## src/design/pipePkg.sv

```systemverilog
`default_nettype none

package pipePkg;

    localparam int wordWidth    = 32;
    localparam int regAddrWidth = 5;

    ////////////////////////////////////////
    // encodings
    ////////////////////////////////////////

    typedef enum logic [6:0] {
        opNone   = 7'b0000000,
        opLoad   = 7'b0000011,
        opImm    = 7'b0010011,
        opStore  = 7'b0100011,
        opReg    = 7'b0110011,
        opBranch = 7'b1100011
    } opcodeE;

    typedef enum logic [1:0] {
        aluAdd = 2'd0,
        aluSub = 2'd1,
        aluAnd = 2'd2,
        aluOr  = 2'd3
    } aluOpE;

    typedef enum logic [1:0] {
        fwdNone = 2'd0, // register file value
        fwdMem  = 2'd1, // ex/mem result
        fwdWb   = 2'd2  // writeback value
    } fwdSelE;

    ////////////////////////////////////////
    // stage registers
    ////////////////////////////////////////

    typedef struct packed {
        logic  regWrite;
        logic  memRead;
        logic  memWrite;
        logic  branch;
        logic  branchNe;   // bne inverts the compare
        logic  aluSrcImm;
        logic  memToReg;
        aluOpE aluOp;
    } ctrlT;

    typedef struct packed {
        logic [wordWidth-1:0] pc;
        logic [wordWidth-1:0] instr;
    } ifIdT;

    typedef struct packed {
        ctrlT                    ctrl;
        logic [wordWidth-1:0]    pc;
        logic [wordWidth-1:0]    rs1Val;
        logic [wordWidth-1:0]    rs2Val;
        logic [wordWidth-1:0]    imm;
        logic [regAddrWidth-1:0] rs1;
        logic [regAddrWidth-1:0] rs2;
        logic [regAddrWidth-1:0] rd;
    } idExT;

    typedef struct packed {
        logic                    regWrite;
        logic                    memRead;
        logic                    memWrite;
        logic [wordWidth-1:0]    aluResult;
        logic [wordWidth-1:0]    storeData;
        logic [regAddrWidth-1:0] rs2;
        logic [regAddrWidth-1:0] rd;
    } exMemT;

    typedef struct packed {
        logic                    regWrite;
        logic                    memToReg;
        logic [wordWidth-1:0]    loadData;
        logic [wordWidth-1:0]    aluResult;
        logic [regAddrWidth-1:0] rd;
    } memWbT;

endpackage

`default_nettype wire

```

## src/design/fetchStage.sv

```systemverilog
`timescale 1ns/1ns
`default_nettype none

module fetchStage #(
    parameter int imemWords = 64
) (
    input  wire logic                                 clock,
    input  wire logic                                 reset,
    input  wire logic                                 run,
    input  wire logic                                 progWrite,
    input  wire logic [$clog2(imemWords)-1:0]         progAddr,
    input  wire logic [pipePkg::wordWidth-1:0]        progData,
    input  wire logic                                 stall,
    input  wire logic                                 redirect,
    input  wire logic [pipePkg::wordWidth-1:0]        target,
    output pipePkg::ifIdT                             ifId
);

    localparam int imemAddrWidth = $clog2(imemWords);

    logic [pipePkg::wordWidth-1:0] imem [imemWords];
    logic [pipePkg::wordWidth-1:0] pc;
    logic [pipePkg::wordWidth-1:0] instr;

    always_ff @(posedge clock) begin
        if (progWrite && !run) begin // loader owns the memory while halted
            imem[progAddr] <= progData;
        end
    end

    assign instr = imem[pc[imemAddrWidth+1:2]]; // word index

    always_ff @(posedge clock) begin
        if (reset || !run) begin
            pc <= '0;
        end else if (redirect) begin
            pc <= target;
        end else if (!stall) begin
            pc <= pc + 32'd4;
        end
    end

    // flush wins over stall since the stalled slot is younger than the branch
    always_ff @(posedge clock) begin
        if (reset || !run || redirect) begin
            ifId <= '0; // instruction zero decodes as a bubble
        end else if (!stall) begin
            ifId.pc    <= pc;
            ifId.instr <= instr;
        end
    end

endmodule

`default_nettype wire

```

## config.mk

```make
export PLATFORM = sky130hd
export DESIGN_NAME = fetchStage
export DESIGN_NICKNAME = d
export VERILOG_FILES = /design/src/design/pipePkg.sv /design/src/design/fetchStage.sv
export SDC_FILE = /design/constraint.sdc
export NUM_CORES = 2
export LEC_CHECK = 0
export ABC_AREA = 1
export BUFFER_PORTS_ARGS = -buffer_cell sky130_fd_sc_hd__buf_2
export CAP_MARGIN = 20
export CORE_UTILIZATION = 40
export CTS_CLUSTER_SIZE = 20
export DETAILED_ROUTE_END_ITERATION = 6
export SLEW_MARGIN = 20
export SYNTH_ARGS = -nofsm -noshare
export SYNTH_HDL_FRONTEND = slang
export SYNTH_SLANG_ARGS = --single-unit
```

## constraint.sdc

```tcl
create_clock -name clock -period 3.6 [get_ports clock]
set_input_delay 0.36 -clock clock [delete_from_list [all_inputs] [get_ports clock]]
set_output_delay 0.36 -clock clock [all_outputs]
set_load 0.05 [all_outputs]
```

# Word level (Yosys, flattened, before mapping)
# Memories as Yosys holds them, arrays and structs flattened. A register that Yosys moved wholly into a read port is not among the register bits.
# Cells that the tools add are included.
[totals]
ff_bits = 64
ramBits = 2048
output_inout_bits = 64
word_cells = 14
n_memories = 1
[memory_table]
columns = ["name", "words", "word_bits", "rd", "rd_clocked_by_memory_dff", "wr", "line", "rtl"]
rows = [
  ["imem", 64, 32, 1, 1, 1, "fetchStage.sv:21", "logic [pipePkg::wordWidth-1:0] imem [imemWords];"],
]
[op_classes]
add_sub_neg = 1
n_eq_ne = 1
n_mux = 4
n_reduce_logical = 5
[op_table]
columns = ["op", "count"]
rows = [
  ["two-way mux 32 bit", 2],
  ["adder 32 x 3 -> 32 bit, second input constant", 1],
  ["zero test 1 bit", 2],
  ["logical OR 1 bit", 2],
  ["two-way mux 1 bit", 2],
  ["!= test 2 x 1 -> 1 bit, second input constant", 1],
  ["logical AND 1 bit", 1],
]

# Longest topological paths before layout
[logic_depth]
word_depth = 4
ltp_mapped = 17
ltp_nobuf = 13

# Worst setup path after synthesis
# OpenSTA, ideal clock, no wires.
[synth_path]
path_kind = "input port to flip-flop"
startpoint = "in progWrite"
endpoint = "mem imem[0][0] in the netlist's numbering, enable pin"
arrival_ns = 2.390
t_required_ns = 3.179
slack_ns = 0.789
cell_stages = 4
path_cell_list = "inv_1 > nor2_1 > nand4_1 > nor2_1"
[synth_via]
elab_chain_cells = 3
[synth_rtl]
columns = ["item", "line", "rtl"]
rows = [
  ["start: declaration", "fetchStage.sv:10", "input wire logic progWrite,"],
  ["logical AND 1 bit", "fetchStage.sv:26", "if (progWrite && !run) begin"],
  ["two-way mux 1 bit", "fetchStage.sv:26", ""],
  ["two-way mux 1 bit (not written as such)", "fetchStage.sv:27", "imem[progAddr] <= progData;"],
  ["end: declaration", "fetchStage.sv:21", ""],
]
# No other way between the ends.

==> impl_metrics.tcl <==
set metrics [dict create \
    io_pins 140 \
    wl_per_cell_um 22.6 \
    holdWs_ns 0.0442 \
    cp-end-kind "flip-flop" \
    grt_pass1_wl_um 403000 \
    worst_skew_pair.late_latency_ns 0.88 \
    dp.cells 11800 \
    core_um2 225000 \
    avgSynthCellArea_um2 10.2 \
    leakagePower_uw 0.0415 \
    fin_nets 9141 \
    cp_max_fo 118 \
    status "finished, violations left" \
    ys_ff_latch 2144 \
    via_count 63200 \
    dp_hpwl_um 153000 \
    tightest_slew_ns 1.16 \
    antenna_left 0 \
    report.final.slew_viol_count 0 \
    syn-cell-area_um2 90800 \
    critPathRequiredTime_ns 4.36 \
    criticalPathCategory "reg -> reg" \
    rows 174 \
    violations "design-rule violations" \
    peakVddDrop_mv 0.406 \
    final_util_pct 46.1 \
    grt_overflow 0 \
    fin_ws_ns 0.306 \
    die_h_um 478 \
    cts_max_level 4 \
    syn_to_final_growth_pct 14.2 \
    arrival_ns 4.05 \
    antenna_found_initial 19 \
    grt_max_degree 119 \
    final_common_cell "nand2_1" \
    rsz0062_at_grt "false" \
    place_ws_ns 0.475 \
    grt_pass1_vias 60400 \
    ys_seq_area_share_pct 69.8 \
    drive_above_1_share_pct 8.20 \
    final_cell_mix "3022 x nand2_1, 2048 x edfxtp_1, 1035 x inv_1" \
    synth_flop_cell "edfxtp_1" \
    place_congestion 0.873 \
    min_period_ns 3.29 \
    cts_sinks 2144 \
    synth_async_sr_flop_share_pct 0 \
    min_from "progData[15]" \
    wirelength_um 277000 \
    ys_warn_count 0 \
    max_freq_mhz 304 \
    setup_violations 0 \
    start_util_pct 40.3 \
    clock_path_buffers 3 \
    synth_fp_nets 8945 \
    fp.dieW_um 478 \
    fin_crit_sh_pct 91.5 \
    firstDrtPassIters 7 \
    cts_resized 0 \
    cap_violations 0 \
    port_buffers 139 \
    powerDensity_nw_per_um2 508 \
    cts_buffers 217 \
    cts_tree "yes" \
    relSlewSlack_pct 22.7 \
    synth_edf_count 2048 \
    root_buffer "clkbuf_16" \
    hp-class "in -> reg" \
    finalHoldViolCount 0 \
    synth_cell_type_count 27 \
    track_usage_pct 23.9 \
    fin_setup_tns_ns 0 \
    reg2reg_from "pc[2]" \
    drt_iter0_drc 7103 \
    fp.dieArea_um2 229000 \
    stdcell_count 12300 \
    worst_setup_path_start_kind "flip-flop" \
    synthCells 8868 \
    skew_ns 0.0485 \
    drc_errors 36 \
    cts.clk_slew.worst_paths_ns 0.06 \
    viasPerCell 5.16 \
    startpoint "pc[2]" \
]
-- layout make-up --
type	count	area, µm²
antenna	14	35.0
fill	20600	121000
tap	2992	3740
clock buffer	294	5830
sequential	2144	63400
multi-input combinational	5226	22000
timing repair buffer	432	3650
clock inverter	113	1090
inverter	1043	3950
-- worst max-delay path, stage by stage, from the launching register on --
cell     delay, ns
dfxtp_4       0.47
inv_16        0.40
buf_4         0.37
buf_4         0.25
nand2_1       0.08
nand3_1       0.07
nand2_1       0.05
nand2_1       0.05
nand2_1       0.07
inv_1         0.06
nand2_1       0.11
nand2_1       0.16
nand3_1       0.43
nor2_1        0.25
nor2_1        0.06
-- cell families after synthesis --
logic type,share of synthesized area (%)
simple gates,21.3
flops,69.8
buf+inv,6.49
compound gates,2.17
xor+xnor,0.183
fa+ha+maj,0.0138
-- path summary, 6_finish.rpt --
kind	endpoint	slack (ns)	cells past startpoint
hold reg to reg	ifId[33]	0.47	2
hold / removal	imem[59][15]	0.04	1
setup / recovery	ifId[16]	0.31	14
setup reg to reg	ifId[16]	0.31	14
-- cells in the mapped netlist, types with 5 or more instances --
cell type / number / area share (%)
o21ai_1: 50 / 0.28
nand2_1: 3022 / 12
buf_2: 115 / 0.63
nor3_1: 8 / 0.044
nor2_1: 828 / 3.4
xor2_1: 19 / 0.18
edfxtp_1: 2048 / 68
a21oi_1: 89 / 0.49
o211ai_1: 9 / 0.074
buf_4: 21 / 0.17
buf_1: 89 / 0.37
nand3_1: 939 / 5.2
o21ai_0: 227 / 1.3
nand4_1: 14 / 0.096
buf_6: 6 / 0.074
or2_2: 5 / 0.034
clkbuf_1: 224 / 0.93
inv_1: 1036 / 4.3
a31oi_1: 12 / 0.083
dfxtp_1: 96 / 2.1
-- timing repair --
action                    4_1_cts  5_1_grt
hold buffers                   52        0
hold endpoints to repair       91        0
setup buffers                   0        0
-- routing by layer --
metal	vias up	GRT usage, %	routed length (µm)
met5	-	0	0
met4	0	10.6	12200
met3	447	3.34	22400
met2	2725	39.0	130000
met1	30700	31.8	112000
li1	29300	-	-
-- flip-flops by register name (all words and copies together) (netlist names) --
| register | count |
|---|---|
| imem | 2048 |
| pc | 32 |
| ifId | 64 |
-- report_power, final --
group	internal, µW	switching (µW)
clock	12400	9780
combinational	760	2280
sequential	27400	69.3
-- through the flow --
| stage | instance area, µm² | total power, µW |
|---|---|---|
| detailed placement | 96200 | 31000 |
| floorplan | 90800 | 29500 |
| finish | 104000 | 52700 |
| CTS | 104000 | 53000 |
| global route | 104000 | 54100 |
| global placement | 96200 | 30900 |
Note: power is estimated with default switching activity, not from simulation.
