`src/design/pipePkg.sv`:
```
`default_nettype none

package pipePkg;

    localparam int wordWidth    = 32;
    localparam int regAddrWidth = 5;

    ////////////////////////////////////////
    // encodings
    ////////////////////////////////////////

    typedef enum logic [6:0] {
        opNone   = 7'b0000000,
        opLoad   = 7'b0000011,
        opImm    = 7'b0010011,
        opStore  = 7'b0100011,
        opReg    = 7'b0110011,
        opBranch = 7'b1100011
    } opcodeE;

    typedef enum logic [1:0] {
        aluAdd = 2'd0,
        aluSub = 2'd1,
        aluAnd = 2'd2,
        aluOr  = 2'd3
    } aluOpE;

    typedef enum logic [1:0] {
        fwdNone = 2'd0, // register file value
        fwdMem  = 2'd1, // ex/mem result
        fwdWb   = 2'd2  // writeback value
    } fwdSelE;

    ////////////////////////////////////////
    // stage registers
    ////////////////////////////////////////

    typedef struct packed {
        logic  regWrite;
        logic  memRead;
        logic  memWrite;
        logic  branch;
        logic  branchNe;   // bne inverts the compare
        logic  aluSrcImm;
        logic  memToReg;
        aluOpE aluOp;
    } ctrlT;

    typedef struct packed {
        logic [wordWidth-1:0] pc;
        logic [wordWidth-1:0] instr;
    } ifIdT;

    typedef struct packed {
        ctrlT                    ctrl;
        logic [wordWidth-1:0]    pc;
        logic [wordWidth-1:0]    rs1Val;
        logic [wordWidth-1:0]    rs2Val;
        logic [wordWidth-1:0]    imm;
        logic [regAddrWidth-1:0] rs1;
        logic [regAddrWidth-1:0] rs2;
        logic [regAddrWidth-1:0] rd;
    } idExT;

    typedef struct packed {
        logic                    regWrite;
        logic                    memRead;
        logic                    memWrite;
        logic [wordWidth-1:0]    aluResult;
        logic [wordWidth-1:0]    storeData;
        logic [regAddrWidth-1:0] rs2;
        logic [regAddrWidth-1:0] rd;
    } exMemT;

    typedef struct packed {
        logic                    regWrite;
        logic                    memToReg;
        logic [wordWidth-1:0]    loadData;
        logic [wordWidth-1:0]    aluResult;
        logic [regAddrWidth-1:0] rd;
    } memWbT;

endpackage

`default_nettype wire

```
`src/design/executeStage.sv`:
```
`timescale 1ns/1ns
`default_nettype none

module executeStage (
    input  wire logic                                 clock,
    input  wire logic                                 reset,
    input  wire pipePkg::idExT                        idEx,
    input  wire pipePkg::exMemT                       exMemFb,
    input  wire logic                                 wbWrite,
    input  wire logic [pipePkg::regAddrWidth-1:0]     wbRd,
    input  wire logic [pipePkg::wordWidth-1:0]        wbData,
    output pipePkg::exMemT                            exMem,
    output logic                                      redirect,
    output logic [pipePkg::wordWidth-1:0]             target
);

    pipePkg::fwdSelE               fwdA;
    pipePkg::fwdSelE               fwdB;
    logic [pipePkg::wordWidth-1:0] opA;
    logic [pipePkg::wordWidth-1:0] opB;
    logic [pipePkg::wordWidth-1:0] aluB;
    logic [pipePkg::wordWidth-1:0] aluResult;

    ////////////////////////////////////////
    // forwarding
    ////////////////////////////////////////

    // a load in ex/mem has no data yet, only its address
    function automatic pipePkg::fwdSelE pickSource(
        input logic [pipePkg::regAddrWidth-1:0] rs
    );
        if (exMemFb.regWrite && !exMemFb.memRead && exMemFb.rd != '0 && exMemFb.rd == rs) begin
            return pipePkg::fwdMem;
        end
        if (wbWrite && wbRd != '0 && wbRd == rs) begin
            return pipePkg::fwdWb;
        end
        return pipePkg::fwdNone;
    endfunction

    function automatic logic [pipePkg::wordWidth-1:0] applyFwd(
        input pipePkg::fwdSelE               sel,
        input logic [pipePkg::wordWidth-1:0] regVal
    );
        case (sel)
            pipePkg::fwdMem: return exMemFb.aluResult;
            pipePkg::fwdWb:  return wbData;
            default:         return regVal;
        endcase
    endfunction

    always_comb begin
        fwdA = pickSource(idEx.rs1);
        fwdB = pickSource(idEx.rs2);
        opA  = applyFwd(fwdA, idEx.rs1Val);
        opB  = applyFwd(fwdB, idEx.rs2Val);
    end

    ////////////////////////////////////////
    // alu and branch
    ////////////////////////////////////////

    assign aluB = idEx.ctrl.aluSrcImm ? idEx.imm : opB;

    always_comb begin
        case (idEx.ctrl.aluOp)
            pipePkg::aluSub: aluResult = opA - aluB;
            pipePkg::aluAnd: aluResult = opA & aluB;
            pipePkg::aluOr:  aluResult = opA | aluB;
            default:         aluResult = opA + aluB;
        endcase
    end

    assign redirect = idEx.ctrl.branch && ((opA == opB) != idEx.ctrl.branchNe);
    assign target   = idEx.pc + idEx.imm;

    always_ff @(posedge clock) begin
        if (reset || redirect) begin
            exMem <= '0; // taken branch leaves a bubble
        end else begin
            exMem.regWrite  <= idEx.ctrl.regWrite;
            exMem.memRead   <= idEx.ctrl.memRead;
            exMem.memWrite  <= idEx.ctrl.memWrite;
            exMem.aluResult <= aluResult;
            exMem.storeData <= opB;
            exMem.rs2       <= idEx.rs2;
            exMem.rd        <= idEx.rd;
        end
    end

endmodule

`default_nettype wire

```
`config.mk`:
```
export PLATFORM = sky130hd
export DESIGN_NAME = executeStage
export DESIGN_NICKNAME = d
export VERILOG_FILES = /design/src/design/pipePkg.sv /design/src/design/executeStage.sv
export SDC_FILE = /design/constraint.sdc
export NUM_CORES = 1
export LEC_CHECK = 0
export ABC_AREA = 1
export BUFFER_PORTS_ARGS = -buffer_cell sky130_fd_sc_hd__buf_4
export CORE_MARGIN = 1
export CORE_UTILIZATION = 40
export CTS_CLUSTER_DIAMETER = 40
export CTS_CLUSTER_SIZE = 12
export DETAILED_ROUTE_END_ITERATION = 8
export PLACE_DENSITY = 0.67
export SLEW_MARGIN = 20
export SYNTH_ARGS = -nofsm -noshare
export SYNTH_HDL_FRONTEND = slang
export SYNTH_SLANG_ARGS = --single-unit
```
`constraint.sdc`:
```
create_clock -name clock -period 6.7 [get_ports clock]
set_clock_uncertainty 0.2 [all_clocks]
set_input_delay 0.335 -clock clock [delete_from_list [all_inputs] [get_ports clock]]
set_output_delay 0.335 -clock clock [all_outputs]
set_load 0.03 [all_outputs]
```
Word-level counts from Yosys, hierarchy flattened:

Cells that the tools add are included.

* register bits after elaboration: 77
* bits of input ports: 269
* logic and storage cells: 55

* reduce and logical (&&, ||, !) cells: 12
* eq/ne operators: 13
* muxes and demuxes: 18
* $add $sub $neg: 3
* bitwise operators: 2

Operators with widths (number)
* case mux 32 bit (2 select lines): 2
* case mux 32 bit (3 select lines): 1
* adder 32 bit: 2
* bitwise AND 32 bit: 1
* == test 32 bit: 1
* two-way mux 32 bit: 1
* OR 32 bit: 1
* subtractor 32 bit: 1
* == test 5 bit: 4
* two-way mux 2 bit: 8
* nonzero test 5 bit: 2
* == test 2 bit, second input constant: 4
* logical AND 1 bit: 8
* == test 2 x 1 -> 1 bit, second input constant: 3
* two-way mux 1 bit: 6
* zero test 1 bit: 1
* logical OR 1 bit: 1
* inequality test 1 bit: 1

Depth between registers and ports, before layout:

* depth in word-level cells: 14
* depth in mapped cells: 34

Least setup slack after synthesis:

No wires, ideal clock.

* kind: in2reg
* start point: input idEx[6] in the netlist's numbering
* end point: register exMem[62] in the netlist's numbering
* library setup time: 117 ps
* arrival: 4063 ps
* stages: 29
* path slack: 2320 ps
* buffers on the path: 2
* cell sequence: inv_1 nand2_1 nand2_1 nand2_1 nor2_1 nand3_1 buf_6 buf_6 nand3_1 nand3_1 o21ai_1 ha_1 or2_2 o21ai_0 inv_1 fa_1 nand3b_1 nand2_1 a21oi_1 o21ai_0 nand2_1 nand2_1 nand3_1 nand2_1 a21oi_1 o21ai_0 xor2_1 a22oi_1 nor2_1

* word-level cells in the longest chain between the ends: 12
* elaborated cells on any way between the ends: 23

Ends and longest elaborated chain
* start: declaration: line executeStage.sv:7 `input wire pipePkg::idExT idEx,`
* == test 5 bit: line executeStage.sv:35 `if (wbWrite && wbRd != '0 && wbRd == rs) begin`
* logical AND 1 bit: line executeStage.sv:35
* two-way mux 1 bit (2 in a row): line executeStage.sv:35
* two-way mux 2 bit: line executeStage.sv:38 `return pipePkg::fwdNone;`
* two-way mux 2 bit (*): line executeStage.sv:35
* == test 2 bit or == test 2 x 1 -> 1 bit (tied branches): line executeStage.sv:45 `case (sel)`
* case mux 32 bit (2 select lines) (*): line executeStage.sv:45
* parallel branches: the longest is 4 deep, another holds adder 32 bit
* end: declaration: line executeStage.sv:12 `output pipePkg::exMemT exMem,`

Mark *: on every way between the ends. The select of a mux whose other input is x is not followed.
A chain may end at the register's enable or synchronous reset.

Final worst setup path:

Ends and elaborated chain as after synthesis.

==> implementation parameters <==
Parameter                              Value

Clocking
  Number of buffers created by CTS    9
  Setup repair bufs after CTS    0
  Max H-tree Level    3
  Buffer type at the clock tree root    sky130_fd_sc_hd__clkbuf_16
  Number of sinks driven by the clock tree    77
  Largest buffer count on any clock path    2
  Clock tree from TritonCTS    done
  Clock edge transition at the registers on the reported setup and hold paths    80 ps

Worst setup path
  Worst setup endpoint    exMem[62]$_SDFF_PP0_
  Crit path capture type    flop
  Source of the critical timing path    idEx[6]
  Peak fanout along the critical path    32
  Library cell appearing most often on the critical path    sky130_fd_sc_hd__nand2_1
  Worst endpoint required time    between 6000 and 7000 ps
  Worst path slowest cell    sky130_fd_sc_hd__fa_1
  Launching element type of the critical path    primary input
  Delay of the slowest cell on the worst path    between 400 and 500 ps
  Worst Setup Path Type    primary input to flop
  Arrival time at the worst endpoint    5130 ps

Global route
  Maximum number of pins on one net before global-route repair    68
  Initial antenna violation count    4
  Vias in the first global route    12500
  Global route total overflow    0
  First-pass GRT wire length    69490 um
  GRT Total Usage    between 30% and 40%

Cells and area
  Top flop regs    exMem (77)
  Number of flip-flops in the largest register    77
  Area taken by multi-input logic gates    7616 um2
  Fraction of layout cells with a size suffix above 1    20.49%
  Storage cell area    1541 um2
  Net total in the final layout    2490
  Post-synthesis to final-layout area growth    30.25%
  Register with the highest flop count    exMem
  Fillers    approximately 2700

Synth
  Cells after Synth    between 1500 and 2000
  Most used flip-flop cell after synthesis    sky130_fd_sc_hd__dfxtp_1
  Count of flip-flops with a built-in enable after synthesis    0
  Yosys warning count    0
  Syn nets    2173
  Yosys reg bits    77
  Part of the Yosys area used for sequential elements    14.70%
  Cell Area, Synth    10490 um2
  Async set-reset flop share out of synthesis    0%
  Mean area per synthesized cell    5.732 um2
  Synth unique cells    47

Power
  Power density cells    171.7 nW/um2
  Part of the power in the clock network    23.4%
  Combinational cell fraction of total power    55.0%
  Power after layout    0.002346 W
  Switching power    between 0.001 and 0.0015 W
  Cell leakage power    between 7 and 8 nW
  Switching power share of the total    45.82%
  Internal power consumption    0.001271 W
  Maximum resistive drop on vdd    0.1607 mV
  Power share of the sequential group    21.6%

Timing
  Relative slew slack    41.05%
  Worst slew pin tran    slightly below 900 ps
  Portion of the clock cycle consumed by the worst path in the final layout    75.96%
  Setup violation total in the final timing report    0
  Post-route worst setup slack    1611 ps
  Fin crit period    5089 ps
  Achievable frequency    196.5 MHz
  Final number of hold-violating endpoints    0
  Total count of max-transition violations in the final report    0
  RSZ-0062 raised after global routing    no
  Setup Total Neg Slack    0 ps

Die
  Top-level I/O count    379
  Horizontal die dimension    about 160 um
  Initial standard-cell utilization of the core    41.18%
  Overall die area    26870 um2
  Std-Cell Core Area    roughly 25000 um2
  Total number of placement rows    58
  Die span in y    163.9 um

Routing
  Via count    between 10000 and 15000
  DRC Markers    0
  Count of antenna-violating nets left after detailed routing    0
  Number of search-and-repair iterations in the first detailed-routing pass    6
  Routed WL per cell    18.76 um
  Detailed Route Iter0 Violations    1059
  Avg Vias per Cell    5.334
  Total Wirelength    46630 um

Status
  Status    complete, no violations

Hold path
  Class of the tightest hold or removal check    primary input to flop

Place
  Post-Place Setup Slack    approximately 1300 ps
  Final Wtd Congestion    0.9623
  HPWL Detailed    38580 um
  Port Buffer Count    339

Job
  Max-capacitance violation count    0
## power groups by stage
stage	Clock (W)	Combinational (W)	Sequential, W
floorplan	0	0.000723	0.000592
global placement	0	0.00126	0.000516
detailed placement	0	0.00126	0.000517
CTS	0.000553	0.00128	0.000507
global route	0.000570	0.00141	0.000510
finish	0.000549	0.00129	0.000506
## per-layer routing
metal / part of all wire [%] / vias to the layer above / GRT usage, %
li1: - / 6542 / -
met1: 42 / 5996 / 44.60
met2: 45 / 621 / 56.12
met3: 8.8 / 94 / 5.859
met4: 4.1 / 2 / 14.56
met5: 0.036 / - / 0
## synthesized netlist by cell type (12+ instances only)
master / n / area (um2)
sky130_fd_sc_hd__a21oi_1: 113 / 565.5
sky130_fd_sc_hd__buf_2: 25 / 125.1
sky130_fd_sc_hd__buf_6: 13 / 146.4
sky130_fd_sc_hd__clkbuf_1: 21 / 78.83
sky130_fd_sc_hd__dfxtp_1: 77 / 1541
sky130_fd_sc_hd__ha_1: 72 / 900.9
sky130_fd_sc_hd__inv_1: 244 / 915.9
sky130_fd_sc_hd__inv_2: 14 / 52.55
sky130_fd_sc_hd__nand2_1: 465 / 1745
sky130_fd_sc_hd__nand3_1: 178 / 890.9
sky130_fd_sc_hd__nand3b_1: 55 / 412.9
sky130_fd_sc_hd__nand4_1: 12 / 75.07
sky130_fd_sc_hd__nor2_1: 218 / 818.3
sky130_fd_sc_hd__nor2_2: 38 / 237.7
sky130_fd_sc_hd__nor3_1: 14 / 70.07
sky130_fd_sc_hd__o21ai_0: 100 / 500.5
sky130_fd_sc_hd__xnor2_1: 14 / 122.6
sky130_fd_sc_hd__xor2_1: 70 / 613.1
## worst min-delay path by stage
stage,endpoint,slack [ps],cells after the start,startpoint
6_report,exMem[7]$_SDFF_PP0_,10,3,idEx[7]
5_1_grt,exMem[7]$_SDFF_PP0_,20,3,idEx[7]
4_1_cts,exMem[8]$_SDFF_PP0_,20,3,idEx[8]
3_5_place_dp,exMem[4]$_SDFF_PP0_,360,3,idEx[4]
3_3_place_gp,exMem[76]$_SDFF_PP0_,350,3,idEx[151]
2_1_floorplan,exMem[4]$_SDFF_PP0_,250,2,idEx[4]
## cell type report
type / instances / area share (%)
inverters: 262 / 7.198
diodes: 3 / 0.05495
clock buffers: 9 / 1.648
well taps: 330 / 3.022
repair buffers: 367 / 20.40
flip-flops and latches: 77 / 11.28
clock inverters: 7 / 0.6411
multi-input cells: 1430 / 55.75
## worst max-delay path, delay by kind of cell
kind,cells,cell delay [ps]
and+or+nand+nor,18,2150
AOI/OAI and AO/OA,6,930
buffers and inverters,5,860
adders and majority gates,2,700
xor gates and xnor gates,1,110
## what timing repair did
item / in CTS / in global routing
gates resized for setup: 0 / 0
hold buffers: 8 / 0
endpoints found under the hold margin: 8 / 0
## cell families (layout without fill, tap and decap cells)
family / Yosys count / after routing / share of synthesized area [%]
AND/OR/NAND/NOR: 996 / 996 / 41.60
adder cells (fa/ha/maj): 74 / 74 / 8.971
buffers and inverters: 323 / 645 / 12.79
other: 0 / 3 / 0
multiplexers: 1 / 1 / 0.2147
XOR/XNOR: 84 / 84 / 7.014
AO/OA/AOI/OAI: 275 / 275 / 14.72
flip-flops: 77 / 77 / 14.70
## per-stage QoR
stage / hold slack [ps] / util (%) / instances / cell area, um2
6_report: 14.88 / 53.63 / 2485 / 13660
5_1_grt: 21.62 / 53.63 / 2485 / 13660
4_1_cts: 15.96 / 53.61 / 2482 / 13650
3_5_place_dp: 357.3 / 52.06 / 2458 / 13260
3_3_place_gp: 349.6 / 52.06 / 2458 / 13260
2_1_floorplan: 247.2 / - / 1830 / 10490
## layout by cell type (no fill, tap or decap), types with 4 or more instances in the layout
| master | count |
|---|---|
| sky130_fd_sc_hd__dfxtp_1 | 77 |
| sky130_fd_sc_hd__dlygate4sd3_1 | 8 |
| sky130_fd_sc_hd__nand3_2 | 4 |
| sky130_fd_sc_hd__nand3b_1 | 55 |
| sky130_fd_sc_hd__o21bai_1 | 6 |
| sky130_fd_sc_hd__buf_4 | 358 |
| sky130_fd_sc_hd__xnor2_1 | 14 |
| sky130_fd_sc_hd__o21ai_0 | 100 |
| sky130_fd_sc_hd__or2_2 | 5 |
| sky130_fd_sc_hd__a21o_1 | 4 |
| sky130_fd_sc_hd__ha_1 | 72 |
| sky130_fd_sc_hd__inv_2 | 14 |
| sky130_fd_sc_hd__nor3_1 | 14 |
| sky130_fd_sc_hd__o31ai_1 | 4 |
| sky130_fd_sc_hd__nand4_1 | 12 |
| sky130_fd_sc_hd__o21a_1 | 7 |
| sky130_fd_sc_hd__nand2_1 | 465 |
| sky130_fd_sc_hd__xor2_1 | 70 |
| sky130_fd_sc_hd__nand3_1 | 177 |
| sky130_fd_sc_hd__inv_1 | 244 |
| sky130_fd_sc_hd__clkbuf_16 | 9 |
| sky130_fd_sc_hd__a22oi_1 | 9 |
| sky130_fd_sc_hd__nor2_1 | 218 |
| sky130_fd_sc_hd__a21oi_1 | 113 |
| sky130_fd_sc_hd__nor4_1 | 6 |
| sky130_fd_sc_hd__nor2_2 | 38 |
| sky130_fd_sc_hd__clkinv_1 | 4 |
| sky130_fd_sc_hd__a2bb2oi_1 | 4 |
| sky130_fd_sc_hd__a31oi_1 | 9 |
Note: power is estimated with default switching activity, not from simulation.
