<file path="config.mk">
export PLATFORM = sky130hd
export DESIGN_NAME = decodeStage
export DESIGN_NICKNAME = d
export VERILOG_FILES = /design/src/design/pipePkg.sv /design/src/design/decodeStage.sv
export SDC_FILE = /design/constraint.sdc
export NUM_CORES = 1
export LEC_CHECK = 0
export ABC_CLOCK_PERIOD_IN_PS = 5300
export BUFFER_PORTS_ARGS = -buffer_cell sky130_fd_sc_hd__buf_2
export CAP_MARGIN = 5
export CORE_MARGIN = 10
export CORE_UTILIZATION = 40
export CTS_BUF_LIST = sky130_fd_sc_hd__clkbuf_8
export DETAILED_ROUTE_END_ITERATION = 10
export PLACE_DENSITY_LB_ADDON = 0.1
export SLEW_MARGIN = 20
export SYNTH_ARGS = -nofsm -noshare
export SYNTH_HDL_FRONTEND = slang
export SYNTH_SLANG_ARGS = --single-unit
</file>
<file path="constraint.sdc">
create_clock -name clock -period 5.3 [get_ports clock]
set_input_delay 0.265 -clock clock [delete_from_list [all_inputs] [get_ports clock]]
set_output_delay 0.265 -clock clock [all_outputs]
set_load 0.01 [all_outputs]
</file>
<file path="src/design/pipePkg.sv">
`default_nettype none

package pipePkg;

    localparam int wordWidth    = 32;
    localparam int regAddrWidth = 5;

    ////////////////////////////////////////
    // encodings
    ////////////////////////////////////////

    typedef enum logic [6:0] {
        opNone   = 7'b0000000,
        opLoad   = 7'b0000011,
        opImm    = 7'b0010011,
        opStore  = 7'b0100011,
        opReg    = 7'b0110011,
        opBranch = 7'b1100011
    } opcodeE;

    typedef enum logic [1:0] {
        aluAdd = 2'd0,
        aluSub = 2'd1,
        aluAnd = 2'd2,
        aluOr  = 2'd3
    } aluOpE;

    typedef enum logic [1:0] {
        fwdNone = 2'd0, // register file value
        fwdMem  = 2'd1, // ex/mem result
        fwdWb   = 2'd2  // writeback value
    } fwdSelE;

    ////////////////////////////////////////
    // stage registers
    ////////////////////////////////////////

    typedef struct packed {
        logic  regWrite;
        logic  memRead;
        logic  memWrite;
        logic  branch;
        logic  branchNe;   // bne inverts the compare
        logic  aluSrcImm;
        logic  memToReg;
        aluOpE aluOp;
    } ctrlT;

    typedef struct packed {
        logic [wordWidth-1:0] pc;
        logic [wordWidth-1:0] instr;
    } ifIdT;

    typedef struct packed {
        ctrlT                    ctrl;
        logic [wordWidth-1:0]    pc;
        logic [wordWidth-1:0]    rs1Val;
        logic [wordWidth-1:0]    rs2Val;
        logic [wordWidth-1:0]    imm;
        logic [regAddrWidth-1:0] rs1;
        logic [regAddrWidth-1:0] rs2;
        logic [regAddrWidth-1:0] rd;
    } idExT;

    typedef struct packed {
        logic                    regWrite;
        logic                    memRead;
        logic                    memWrite;
        logic [wordWidth-1:0]    aluResult;
        logic [wordWidth-1:0]    storeData;
        logic [regAddrWidth-1:0] rs2;
        logic [regAddrWidth-1:0] rd;
    } exMemT;

    typedef struct packed {
        logic                    regWrite;
        logic                    memToReg;
        logic [wordWidth-1:0]    loadData;
        logic [wordWidth-1:0]    aluResult;
        logic [regAddrWidth-1:0] rd;
    } memWbT;

endpackage

`default_nettype wire

</file>
<file path="src/design/decodeStage.sv">
`timescale 1ns/1ns
`default_nettype none

module decodeStage (
    input  wire logic                                 clock,
    input  wire logic                                 reset,
    input  wire pipePkg::ifIdT                        ifId,
    input  wire logic                                 redirect,
    input  wire logic                                 wbWrite,
    input  wire logic [pipePkg::regAddrWidth-1:0]     wbRd,
    input  wire logic [pipePkg::wordWidth-1:0]        wbData,
    output pipePkg::idExT                             idEx,
    output logic                                      stall
);

    localparam int immExt = pipePkg::wordWidth - 12;

    logic [pipePkg::wordWidth-1:0]    instr;
    logic [2:0]                       funct3;
    logic [pipePkg::regAddrWidth-1:0] rs1;
    logic [pipePkg::regAddrWidth-1:0] rs2;
    logic [pipePkg::regAddrWidth-1:0] rd;
    pipePkg::opcodeE                  opcode;
    pipePkg::ctrlT                    ctrl;
    logic [pipePkg::wordWidth-1:0]    imm;
    logic [pipePkg::wordWidth-1:0]    rs1Val;
    logic [pipePkg::wordWidth-1:0]    rs2Val;
    logic [pipePkg::wordWidth-1:0]    regs [2**pipePkg::regAddrWidth];
    logic                             usesRs1;
    logic                             checkRs2;

    assign instr  = ifId.instr;
    assign funct3 = instr[14:12];
    assign rs1    = instr[19:15];
    assign rs2    = instr[24:20];
    assign rd     = instr[11:7];

    ////////////////////////////////////////
    // control decode
    ////////////////////////////////////////

    always_comb begin
        case (instr[6:0])
            pipePkg::opLoad:   opcode = pipePkg::opLoad;
            pipePkg::opStore:  opcode = pipePkg::opStore;
            pipePkg::opBranch: opcode = pipePkg::opBranch;
            pipePkg::opImm:    opcode = pipePkg::opImm;
            pipePkg::opReg:    opcode = pipePkg::opReg;
            default:           opcode = pipePkg::opNone;
        endcase
    end

    always_comb begin
        ctrl = '0;
        case (opcode)
            pipePkg::opLoad: begin
                ctrl.regWrite  = 1'b1;
                ctrl.memRead   = 1'b1;
                ctrl.aluSrcImm = 1'b1;
                ctrl.memToReg  = 1'b1;
            end
            pipePkg::opStore: begin
                ctrl.memWrite  = 1'b1;
                ctrl.aluSrcImm = 1'b1;
            end
            pipePkg::opBranch: begin
                ctrl.branch   = (funct3[2:1] == 2'b00); // beq, bne only
                ctrl.branchNe = funct3[0];
            end
            pipePkg::opImm: begin
                ctrl.aluSrcImm = 1'b1;
                ctrl.regWrite  = (funct3 == 3'b000) || (funct3 == 3'b111);
                ctrl.aluOp     = (funct3 == 3'b111) ? pipePkg::aluAnd : pipePkg::aluAdd;
            end
            pipePkg::opReg: begin
                ctrl.regWrite = 1'b1;
                case (funct3)
                    3'b000:  ctrl.aluOp = instr[30] ? pipePkg::aluSub : pipePkg::aluAdd;
                    3'b110:  ctrl.aluOp = pipePkg::aluOr;
                    3'b111:  ctrl.aluOp = pipePkg::aluAnd;
                    default: ctrl.regWrite = 1'b0; // unsupported, becomes a nop
                endcase
            end
            default: ctrl = '0;
        endcase
    end

    always_comb begin
        case (opcode)
            pipePkg::opLoad,
            pipePkg::opImm:    imm = {{immExt{instr[31]}}, instr[31:20]};
            pipePkg::opStore:  imm = {{immExt{instr[31]}}, instr[31:25], instr[11:7]};
            pipePkg::opBranch: imm = {{(immExt-1){instr[31]}}, instr[31], instr[7],
                                      instr[30:25], instr[11:8], 1'b0};
            default:           imm = '0;
        endcase
    end

    ////////////////////////////////////////
    // register file
    ////////////////////////////////////////

    always_ff @(posedge clock) begin
        if (wbWrite && wbRd != '0) begin
            regs[wbRd] <= wbData;
        end
    end

    function automatic logic [pipePkg::wordWidth-1:0] readReg(
        input logic [pipePkg::regAddrWidth-1:0] idx
    );
        if (idx == '0) begin
            return '0;
        end
        if (wbWrite && wbRd == idx) begin
            return wbData; // write-through
        end
        return regs[idx];
    endfunction

    always_comb begin
        rs1Val = readReg(rs1);
        rs2Val = readReg(rs2);
    end

    // store data in rs2 is picked up from writeback by the memory stage
    assign usesRs1  = (opcode != pipePkg::opNone);
    assign checkRs2 = (opcode == pipePkg::opReg) || (opcode == pipePkg::opBranch);

    assign stall = idEx.ctrl.memRead && (idEx.rd != '0) &&
                   ((usesRs1 && idEx.rd == rs1) || (checkRs2 && idEx.rd == rs2));

    always_ff @(posedge clock) begin
        if (reset || stall || redirect) begin
            idEx <= '0;
        end else begin
            idEx.ctrl   <= ctrl;
            idEx.pc     <= ifId.pc;
            idEx.rs1Val <= rs1Val;
            idEx.rs2Val <= rs2Val;
            idEx.imm    <= imm;
            idEx.rs1    <= rs1;
            idEx.rs2    <= rs2;
            idEx.rd     <= rd;
        end
    end

endmodule

`default_nettype wire

</file>
# --- Word level (Yosys, flattened, before mapping) ---
# Memories as Yosys holds them, arrays and structs flattened.
# Index checks and enable logic that the tools add are counted.
word_totals:
  register_bits: 151
  mem_bits_rw: 1024
  inputBits: 105
  output_inout_bits: 153
  wordCells: 82
  mem_count: 1
mem_list:
  columns: ["name", "depth", "width", "rd", "rd_clocked_by_memory_dff", "wr", "line", "rtl"]
  rows:
  - ["regs", 32, 32, 2, 0, 1, "decodeStage.sv:28", "logic [pipePkg::wordWidth-1:0] regs [2**pipePkg::regAddrWidth];"]
classes:
  n_eq_ne: 16
  mux: 27
  n_bitwise: 1
  reduce_logical: 23
op_table:
  columns: ["cell", "n"]
  rows:
  - ["$mux 32", 8]
  - ["$pmux 32 s3", 1]
  - ["$pmux 7 s5", 1]
  - ["$eq 7x6->1 const B", 4]
  - ["$eq 5x5->1", 4]
  - ["$eq 7x2->1 const B", 2]
  - ["$eq 7x5->1 const B", 2]
  - ["$eq 7x7->1 const B", 2]
  - ["$mux 1", 13]
  - ["$logic_not 5->1", 2]
  - ["$reduce_bool 5->1", 2]
  - ["$logic_and 1x1->1", 7]
  - ["$reduce_bool 7->1", 1]
  - ["$eq 3x3->1 const B", 2]
  - ["$pmux 2 s3", 1]
  - ["$reduce_or 3->1", 2]
  - ["$logic_or 1x1->1", 5]
  - ["$pmux 2 s2", 1]
  - ["$reduce_or 2->1", 2]
  - ["$logic_not 3->1", 1]
  - ["$pmux 1 s3", 1]
  - ["$logic_not 2->1", 1]
  - ["$mux 2", 1]
  - ["$not 1->1", 1]

# --- Longest topological paths before layout ---
# Gate-level depths: netlist of the first run.
logic_depth:
  ltp_word: 10
  ltp_mapped: 9
  ltp_nobuf: 5

# --- Worst setup path after synthesis of the first run ---
# OpenSTA, ideal clock, no wires.
synth_timing:
  path_kind: "input to register"
  start: "input port wbRd[3] (netlist name)"
  end: "memory regs[24][0] (netlist name) (enable)"
  setup_time_ns: 0.421
  arrival_time_ns: 2.201
  required_ns: 4.879
  path_slack_ns: 2.678
  cell_stages: 4
  path_cell_list: "clkbuf_1 -> nor2b_1 -> nand3_1 -> nor2_1"
synth_between:
  elab_chain_cells: 4
synth_rtl:
  columns: ["element", "line", "rtl"]
  rows:
  - ["start: declaration", "decodeStage.sv:10", "input wire logic [pipePkg::regAddrWidth-1:0] wbRd,"]
  - ["$reduce_bool 5->1", "decodeStage.sv:104", "if (wbWrite && wbRd != '0) begin"]
  - ["$logic_and 1x1->1", "decodeStage.sv:104", null]
  - ["$mux 1", "decodeStage.sv:104", null]
  - ["$mux 1 (not written as such)", "decodeStage.sv:105", "regs[wbRd] <= wbData;"]
  - ["end: declaration", "decodeStage.sv:28", null]
# Several ways; a longest one is shown, not always the timed one.

# --- Final worst setup path of the first run ---
layout_timing:
  start: "register idEx[1] (netlist name)"
  end: "register idEx[135] (netlist name)"
layout_between:
  elab_chain_cells: 6
  elab_cells_between_ends: 10
layout_rtl:
  columns: ["element", "line", "rtl"]
  rows:
  - ["start: declaration", "decodeStage.sv:12", "output pipePkg::idExT idEx,"]
  - ["$eq 5x5->1", "decodeStage.sv:131", "((usesRs1 && idEx.rd == rs1) || (checkRs2 && idEx.rd == rs2));"]
  - ["$logic_and 1x1->1", "decodeStage.sv:131", null]
  - ["$logic_or 1x1->1", "decodeStage.sv:131", null]
  - ["$logic_and 1x1->1 *", "decodeStage.sv:130", "assign stall = idEx.ctrl.memRead && (idEx.rd != '0) &&"]
  - ["$logic_or 1x1->1 * (2 in series)", "decodeStage.sv:134", "if (reset || stall || redirect) begin"]
# Mark *: on every way between the ends. The rest lies on a longest branch, timed or not.
# A chain may end at the register's enable or synchronous reset.

==> reports/metrics.yaml, run 1 <==
p_sw_mw: 4.69
cts_made_buffers: 192
firstDrtPassIters: 5
global_route_wire_length_before_repair_um: 242000
maximum_vdd_drop_mv: 0.261
yosys.cell_types.count: 47
post-route-drc-count: 0
final_net_count: 3133
routed_wirelength_um: 171000
tritoncts_clock_tree: "built"
initial_antenna_violation_count: 8
power_leakage_nw: 19.5
placed_cell_area_mm2: 0.0541
filler_instances: 10600
detailedRoute.firstIterationViolations: 3008
postSynth.topFlopCell: "edfxtp_1"
timing.fmax_mhz: 284
clock_tree.root_cell: "clkbuf_8"
cp-end-kind: "flip-flop"
grt_start_max_net_pins: 112
setup_tns_ns: 0
max_slew_margin: 0.211
synth_edf_count: 1024
path_max_fanout: 35
placement_rows: 130
area.sequential_mm2: 0.0334
grt-ovfl-total: 0
clock_sink_count: 1156
timing_max_transition_violations_final: 0
drtAntennaViolNets: 0
floorplan.initialDensity: 0.404
fin_worst_skew_ns: 0.0279
synth.top_cells.by_area: "edfxtp_1 61%, mux4_2 23%, dfxtp_1 5.2%"
dp_worst_setup_slack_ns: 2.09
power_frac_comb: 0.084
gp_congestion: 0.782
die_w_um: 376
start_kind: "flip-flop"
i_o_pins: 258
synth_warnings: 0
vias: 29700
cts.repair_timing.setup_buffer_count: 0
final_period_minus_worst_setup_slack_ns: 3.52
placeableCoreArea_mm2: 0.126
rsz0062_at_grt: "false"
final.period_utilization: 0.664
synth_area_per_cell_um2: 19.8
area_delta_synth_final_pct: 16.6
power_frac_clock: 0.397
placement.io_buffers: 257
bufs_on_longest_clock_path: 3
ys_ff_latch: 1156
drive_gt1_frac: 0.385
cts.clk_slew.worst_paths_ns: 0.07
worstHoldPathType: "in2reg"
power.share.sequential: 0.520
total_half_perimeter_wirelength_after_legalization_and_detailed_placement_um: 97200
max_slew.worst_pin.slew_ns: 1.18
postLayoutSetupSlackWorst_ns: 1.78
hold_violations: 0
max-cap-violations: 0
synth.cell_area_mm2: 0.0508
outcome: "complete, no violations"
vias_in_the_first_global_route: 32300
cts_htree_levels: 4
multi_input_comb_area_mm2: 0.0165
netlist_instances: 2560
power_density_mw_per_mm2: 330
floorplan.die_area_mm2: 0.142
drt-wirelength-per-cell_um: 35.4
post_detailed_route_via_to_cell_ratio: 6.14
worst-setup-path-type: "reg2reg"
clkLatencyLatePin_ns: 0.91
cell_int_power_mw: 14.8
fp.dieH_um: 376
swShare: 0.240
grt_util_all_layers: 0.240
synth_largest_type_area_fraction: 0.605
design_area_mm2: 0.0592
asyncSetResetFlopFracSynth: 0
data_arrival_time_of_the_critical_path_ns: 4.36
worstPathRequired_ns: 6.14
synth_area_leader_cell: "edfxtp_1"
setup_violations: 0
synth.yosys.seq_area_share: 0.657
-- final cells by class --
cell class | count | share of cell area
antenna | 3 | 0.000127
sequential | 1156 | 0.564
inverter | 5 | 0.000317
multi-input combinational | 1192 | 0.278
clock buffer | 224 | 0.0520
timing repair buffer | 481 | 0.0594
tap | 1650 | 0.0349
clock inverter | 132 | 0.0114
-- cell usage in the layout, fill, tap and decap left out, drive strengths merged, types with 6 or more instances in the layout --
| master | instances |
|---|---|
| edfxtp | 1024 |
| mux4 | 512 |
| buf | 346 |
| o22ai | 250 |
| clkbuf | 224 |
| dlygate4sd3 | 135 |
| dfxtp | 132 |
| inv | 77 |
| mux2i | 68 |
| nor4 | 68 |
| nor3 | 68 |
| clkinv | 51 |
| and2 | 46 |
| nor2 | 45 |
| conb | 32 |
| xnor2 | 11 |
| nand3 | 11 |
| xor2 | 10 |
| nand3b | 9 |
| nor3b | 9 |
| nand2 | 8 |
| or3b | 6 |
-- sequential cells by signal (all words and copies together) (netlist names) --
signal,cells
idEx,132
regs,1024
-- logic make-up after synthesis --
| family | Yosys count | share of synthesized area |
|---|---|---|
| simple gates | 290 | 0.0385 |
| compound gates | 269 | 0.0340 |
| other cells | 1 | 0.0000738 |
| xor+xnor | 21 | 0.00362 |
| mux | 580 | 0.240 |
| flops | 1156 | 0.657 |
| buf+inv | 243 | 0.0263 |
-- synth_stat cells, types with 3 or more instances --
cell type,number
buf_6,17
nor3_2,58
nand2_1,8
nor4_1,67
clkbuf_1,99
xnor2_1,11
nor2_1,45
dfxtp_1,132
nor3b_2,7
o22ai_1,250
edfxtp_1,1024
a22oi_1,5
xor2_1,10
nand3b_1,9
and2_1,46
and3_1,5
nand4_1,3
nand3_1,11
nor2b_1,4
or3b_1,6
buf_4,63
buf_1,11
inv_1,5
nand2b_1,3
buf_2,48
mux2i_1,68
mux4_2,512
nor3_1,10
-- routing by layer --
| layer | GRT usage | vias to the layer above | share of wire | wire length [um] |
|---|---|---|---|---|
| li1 | - | 12000 | - | - |
| met2 | 0.410 | 1310 | 0.51 | 86600 |
| met1 | 0.302 | 16100 | 0.39 | 66800 |
| met3 | 0.0479 | 347 | 0.069 | 11900 |
| met5 | 0 | - | 0.000047 | 8 |
| met4 | 0.0881 | 2 | 0.035 | 6040 |
-- final timing paths --
check | start | to | slack, ns | cells past startpoint
max | idEx[1] | idEx[135] | 1.78 | 8
min | ifId[2] | idEx[146] | 0.09 | 5
max reg2reg | idEx[1] | idEx[135] | 1.78 | 8
min reg2reg | regs[31][9] | idEx[56] | 1.05 | 5
-- power by group through the flow --
stage                     registers [mW]  logic [mW]  clock network (mW)
after floorplan                     10.3       0.961                   0
after global placement              10.3        1.56                   0
after detailed placement            10.3        1.57                   0
after CTS                           10.2        1.65                7.92
after global routing                10.2        1.74                8.33
final                               10.2        1.63                7.75
-- per-stage QoR --
| step | total power, mW | util | hold WS [ns] | instances |
|---|---|---|---|---|
| 6_report | 19.5 | 0.471 | 0.0945 | 4843 |
| 5_1_grt | 20.2 | 0.471 | 0.124 | 4842 |
| 4_1_cts | 19.7 | 0.470 | 0.0159 | 4840 |
| 3_5_place_dp | 11.9 | 0.430 | 0.469 | 4349 |
| 3_3_place_gp | 11.9 | 0.429 | 0.466 | 4346 |
| 2_1_floorplan | 11.3 | - | 0.335 | 2591 |
-- critical path, cell delays in order, from the launching register on --
cell and delay (ns):
dfxtp_1 0.37, or4_1 0.54, nor2_1 0.13, nor3b_1 0.12, a211oi_4 0.45, dlygate4sd3_1 0.77
buf_4 0.34, and2_1 0.20, dlygate4sd3_1 0.56
-- what timing repair did --
action / in CTS / in global routing
hold buffers: 135 / 0
gates resized for setup: 0 / 0
setup endpoints to repair: 0 / 0
endpoints found under the hold margin: 1143 / 0
Power figures use the tool's default switching activity.
==> run 2, diff against run 1 <==
ABC_CLOCK_PERIOD_IN_PS = 3210   (was 5300)
clock period = 3.21 ns   (was 5.3 ns; I/O delays follow)
==> run 2 against run 1 <==
Effect of this change:
- register-to-register slack got worse by 1.4 ns
- sequential cell count did not move
- critical path type unchanged
- utilization rose by 1.2 points
- die area did not move
- worst hold slack improved by 0.018 ns
- count of clock-buffer cells in the layout rose by 6
- setup slack got worse by 1.4 ns
- clock skew rose by 0.0043 ns
- clock power rose by 64%
- cell area rose by 2.6%
==> reports/metrics.yaml, run 2 (synthesized netlist as in run 1, its figures left out) <==
power_density_mw_per_mm2: 532  # +61%
fp.dieH_um: 376  # unchanged
grt_util_all_layers: 0.238  # -0.00178
placeableCoreArea_mm2: 0.126  # unchanged
hold_path_depth: 3  # -2
die_w_um: 376  # unchanged
vias_in_the_first_global_route: 32400  # +0.28%
worstHoldPathType: "in2reg"
grt_start_max_net_pins: 74  # -34%
total_half_perimeter_wirelength_after_legalization_and_detailed_placement_um: 99300  # +2.1%
largest_register_ffs: 1024  # unchanged
max_slew_margin: 0.362  # +0.150
final_period_minus_worst_setup_slack_ns: 2.80  # -0.719 ns
i_o_pins: 258  # unchanged
hold_violations: 0  # unchanged
routed_wirelength_um: 171000  # -0.21%
mostFrequentLayoutCell: "edfxtp_1"
firstDrtPassIters: 5  # unchanged
vias: 30400  # +2.2%
area.sequential_mm2: 0.0334  # unchanged
registers.top_by_ff_count: "regs"
rsz0062_at_grt: "false"
cp-end-kind: "flip-flop"
post_detailed_route_via_to_cell_ratio: 6.13  # -0.27%
max_slew.worst_pin.slew_ns: 0.958  # -0.225 ns
cts.clk_slew.worst_paths_ns: 0.07  # about the same
area_delta_synth_final_pct: 19.6
floorplan.die_area_mm2: 0.142  # unchanged
drt-wirelength-per-cell_um: 34.5  # -2.6%
final_net_count: 3245  # +3.6%
power_leakage_nw: 20.2  # +3.6%
dp_worst_setup_slack_ns: 0.500  # -1.59 ns
placement_rows: 130  # unchanged
bufs_on_longest_clock_path: 3  # unchanged
cp_cell_sequence: "or4_1 -> nor2_1 -> nor3b_2 -> a211oi_4 -> buf_4 -> and2_1 -> dlygate4sd3_1"
cts.repair_timing.setup_buffer_count: 0  # unchanged
slowest_delay_ns: 0.59  # -0.18 ns
detailedRoute.firstIterationViolations: 2811  # -6.5%
tritoncts_clock_tree: "built"
placement.io_buffers: 257  # unchanged
total_power_draw_mw: 32.3  # +65%
global_route_wire_length_before_repair_um: 241000  # -0.27%
drtAntennaViolNets: 0  # unchanged
clock_tree.root_cell: "clkbuf_8"
multi_input_comb_area_mm2: 0.0165  # about the same
outcome: "complete, no violations"
postLayoutSetupSlackWorst_ns: 0.407  # -1.37 ns
grt-ovfl-total: 0  # unchanged
clock_sink_count: 1156  # unchanged
post-route-drc-count: 0  # unchanged
max-cap-violations: 0  # unchanged
worstPathRequired_ns: 4.03  # -2.11 ns
drive_gt1_frac: 0.388  # +0.00275
timing_max_transition_violations_final: 0  # unchanged
maximum_vdd_drop_mv: 0.418  # +60%
fin_worst_skew_ns: 0.0322  # +0.00429 ns
final.period_utilization: 0.873  # +0.209
floorplan.initialDensity: 0.404  # unchanged
setup_tns_ns: 0  # unchanged
clkLatencyLatePin_ns: 0.89  # -0.02 ns
initial_antenna_violation_count: 4  # -4
timing.fmax_mhz: 357  # +26%
rr_worst_depth: 7  # -1
worst-setup-path-type: "reg2reg"
gp_congestion: 0.810  # +3.6%
start_kind: "flip-flop"
setup_violations: 0  # unchanged
filler_instances: 10500  # -1.3%
data_arrival_time_of_the_critical_path_ns: 3.62  # -0.74 ns
path_max_fanout: 22  # -37%
slowest_stage: "dlygate4sd3_1"
cts_htree_levels: 4  # unchanged
cts_made_buffers: 194  # +1.0%
mostFrequentLayoutCells: "1024 x edfxtp_1, 512 x mux4_2, 253 x buf_2"
largestRegisters: "regs x1024, idEx x132"
## run 2: cell count changes in the layout (fill, tap and decap cells not counted), sizes merged
cell and delta:
dlygate4sd3 +57, diode +4, clkinv -3, bufinv -2
clkinvlp -1, inv +4, buf +53, clkbuf +6
## run 2: repair_timing
item | 4_1_cts | 5_1_grt
setup endpoints to repair | 0 | 2
endpoints found under the hold margin | 1154 | 0
gates resized for setup | 0 | 1
hold buffers | 193 | 0
## run 2: final cells by class
cell class / instances / share of cell area
sequential: 1156 / 0.550
clock buffer: 230 / 0.0521
antenna: 7 / 0.000288
multi-input combinational: 1192 / 0.271
timing repair buffer: 591 / 0.0823
clock inverter: 130 / 0.00997
tap: 1650 / 0.0340
inverter: 5 / 0.000309
## run 2: path summary, 6_finish.rpt
kind                       end  slack [ns]    startpoint
setup / recovery     idEx[133]        0.41       idEx[1]
hold / removal    regs[21][31]        0.11       wbRd[4]
hold reg to reg      idEx[100]        1.04  regs[22][21]
setup reg to reg     idEx[133]        0.41       idEx[1]
## run 2: power breakdown
| group | switching [mW] | internal (mW) |
|---|---|---|
| registers | 0.132 | 16.6 |
| clock network | 6.01 | 6.70 |
| logic | 1.56 | 1.27 |
## run 2: stage by stage
step / instance area (um2) / utilization / cells / hold WS, ns
2_1_floorplan: 50900 / - / 2591 / 0.230
3_3_place_gp: 55000 / 0.437 / 4402 / 0.362
3_5_place_dp: 55000 / 0.437 / 4402 / 0.365
4_1_cts: 60700 / 0.482 / 4955 / 0.00879
5_1_grt: 60700 / 0.483 / 4959 / 0.0822
6_report: 60800 / 0.483 / 4961 / 0.112
## run 2: per-layer routing
metal | GRT usage | up-vias | share of wire
met5 | 0 | - | 0
met4 | 0.0780 | 0 | 0.029
met3 | 0.0500 | 306 | 0.073
met2 | 0.398 | 1401 | 0.50
met1 | 0.310 | 16500 | 0.40
li1 | - | 12200 | -
## run 2: critical path: cells and delay by family (launching register included)
kind	cells	cell delay, ns
AOI/OAI and AO/OA	1	0.53
buffers and inverters	2	0.91
and+or+nand+nor	4	0.94
DFF	1	0.36
==> run 3, diff against run 2 <==
ABC_CLOCK_PERIOD_IN_PS = 2950   (was 3210)
CTS_CLUSTER_SIZE = 30   (was not set)
HOLD_SLACK_MARGIN = 0.02   (was not set)
clock period = 2.95 ns   (was 3.21 ns; I/O delays follow)
==> run 3 against run 2 <==
Effect of this change:
- worst hold slack got worse by 0.0096 ns
- global-route usage rose by 0.066 points
- die area did not move
==> reports/metrics.yaml, run 3 (synthesized netlist as in run 1, its figures left out) <==
outcome: "complete, no violations"
i_o_pins: 258  # unchanged
vias: 30600  # +0.76%
largestRegisters: "regs x1024, idEx x132"
worstHoldStart: "wbRd[0]"
worst_r2r_endpoint: "idEx[26]"
cts.clk_slew.worst_paths_ns: 0.06  # about the same
hold_violations: 0  # unchanged
rsz0062_at_grt: "false"
placeableCoreArea_mm2: 0.126  # unchanged
max-cap-violations: 0  # unchanged
mostFrequentLayoutCells: "1024 x edfxtp_1, 512 x mux4_2, 253 x buf_2"
largest_register_ffs: 1024  # unchanged
grt_start_max_net_pins: 61  # -18%
cts_made_buffers: 198  # +2.1%
timing.fmax_mhz: 357
post-route-drc-count: 0  # unchanged
fp.dieH_um: 376  # unchanged
clock_tree.root_cell: "clkbuf_8"
power_frac_clock: 0.410  # +0.017
data_arrival_time_of_the_critical_path_ns: 3.66  # +0.04 ns
setup_violations: 0  # unchanged
regToRegSetupSlack_ns: 0.16  # -0.25 ns
path_max_fanout: 6  # -73%
power_frac_comb: 0.086  # -0.002
power_density_mw_per_mm2: 590  # +11%
timing_max_transition_violations_final: 0  # unchanged
drtAntennaViolNets: 0  # unchanged
min_to: "idEx[79]"
max_slew.worst_pin.slew_ns: 0.963  # +0.00556 ns
detailedRoute.firstIterationViolations: 2963  # +5.4%
swShare: 0.240  # +0.00178
rr_startpoint: "idEx[1]"
floorplan.initialDensity: 0.404  # unchanged
final_core_occ: 0.487  # +0.00466
hold_path_depth: 5  # +2
final.period_utilization: 0.949
setup_tns_ns: 0  # unchanged
floorplan.die_area_mm2: 0.142  # unchanged
total_half_perimeter_wirelength_after_legalization_and_detailed_placement_um: 99400  # +0.18%
cts_htree_levels: 4  # unchanged
fin_worst_skew_ns: 0.0398  # +0.00759 ns
clock_sink_count: 1156  # unchanged
grt-ovfl-total: 0  # unchanged
power.share.sequential: 0.504  # -0.015
tritoncts_clock_tree: "built"
bufs_on_longest_clock_path: 3  # unchanged
final_net_count: 3282  # +1.1%
total_power_draw_mw: 36.2  # +12%
area_delta_synth_final_pct: 20.7
power_leakage_nw: 20.4  # +1.4%
rr_worst_depth: 7  # unchanged
max_slew_margin: 0.358  # -0.00371
maximum_vdd_drop_mv: 0.467  # +12%
placement.io_buffers: 257  # unchanged
firstDrtPassIters: 5  # unchanged
cts.repair_timing.setup_buffer_count: 0  # unchanged
placement_rows: 130  # unchanged
die_w_um: 376  # unchanged
worstHoldPathType: "in2reg"
start_kind: "input pin"
final_period_minus_worst_setup_slack_ns: 2.80
registers.top_by_ff_count: "regs"
initial_antenna_violation_count: 11  # +7
cell_int_power_mw: 27.5  # +12%
worstPathRequired_ns: 3.81  # -0.22 ns
gp_congestion: 0.799  # -1.4%
grt_util_all_layers: 0.239  # +0.000661
clkLatencyLatePin_ns: 0.92  # +0.03 ns
post_detailed_route_via_to_cell_ratio: 6.11  # -0.29%
mostFrequentLayoutCell: "edfxtp_1"
drt-wirelength-per-cell_um: 33.9  # -1.5%
vias_in_the_first_global_route: 32800  # +1.4%
drive_gt1_frac: 0.395  # +0.00715
worst-setup-path-type: "in2reg"
cp-end-kind: "flip-flop"
global_route_wire_length_before_repair_um: 242000  # +0.37%
routed_wirelength_um: 170000  # -0.51%
p_sw_mw: 8.70  # +13%
## run 3: cell types whose count changed in the layout (fill, tap and decap cells not counted), moves of 3 or more
| cell | delta |
|---|---|
| buf_4 | +20 |
| dlygate4sd3_1 | +14 |
| inv_1 | -11 |
| clkinv_2 | +10 |
| bufinv_16 | +8 |
| clkbuf_8 | -5 |
| clkinvlp_4 | +4 |
| inv_6 | +4 |
| clkinv_1 | +3 |
| diode_2 | +3 |
## run 3: through the flow
stage               cell area, um2  instances  hold slack (ns)  setup slack [ns]
finish                       61300       5013            0.103             0.150
global placement             55200       4421            0.350             0.159
floorplan                    50900       2591            0.217             0.445
CTS                          61300       5003           0.0215             0.197
global route                 61300       5012           0.0851           0.00331
detailed placement           55200       4421            0.351             0.111
## run 3: cell type report
class                      count  area (um2)
timing repair buffer         624        5270
tap                         1650        2060
inverter                       5        18.8
clock inverter               151         982
multi-input combinational   1192       16500
sequential                  1156       33400
fill                       10400       64600
clock buffer                 225        3100
antenna                       10        25.0
## run 3: per-layer routing
metal,share of wire,up-vias,global-route usage
li1,-,12300,-
met1,0.39,16500,0.306
met2,0.50,1468,0.403
met3,0.068,361,0.0453
met4,0.036,0,0.0908
met5,0,-,0
## run 3: power by group through the flow
stage | logic [mW] | clock network, mW | registers, mW
2_1_floorplan | 1.73 | 0 | 18.6
3_3_place_gp | 2.92 | 0 | 18.6
3_5_place_dp | 2.94 | 0 | 18.6
4_1_cts | 3.13 | 15.2 | 18.2
5_1_grt | 3.32 | 15.9 | 18.3
6_report | 3.12 | 14.8 | 18.2
## run 3: worst max-delay path by stage
stage	from	endpoint	slack, ns
after global placement	ifId[17]	idEx[91]	0.16
after CTS	idEx[3]	stall	0.20
final	ifId[0]	idEx[18]	0.15
after global routing	idEx[1]	idEx[26]	0.003
after detailed placement	ifId[17]	idEx[91]	0.11
after floorplan	wbRd[3]	regs[24][0]	0.45
## run 3: what timing repair did
item                       4_1_cts  5_1_grt
gates resized for setup          0        1
hold buffers                   206        0
hold endpoints to repair      1165        0
setup endpoints to repair        0        1
## run 3: critical path, stage by stage
cell and delay, ns:
dlygate4sd3_1 0.53, buf_2 0.10, nand3_1 0.27, nor3_1 0.61, dlygate4sd3_1 0.68, a22oi_1 0.10, dlygate4sd3_1 0.59, nor2_1 0.08
dlygate4sd3_1 0.54
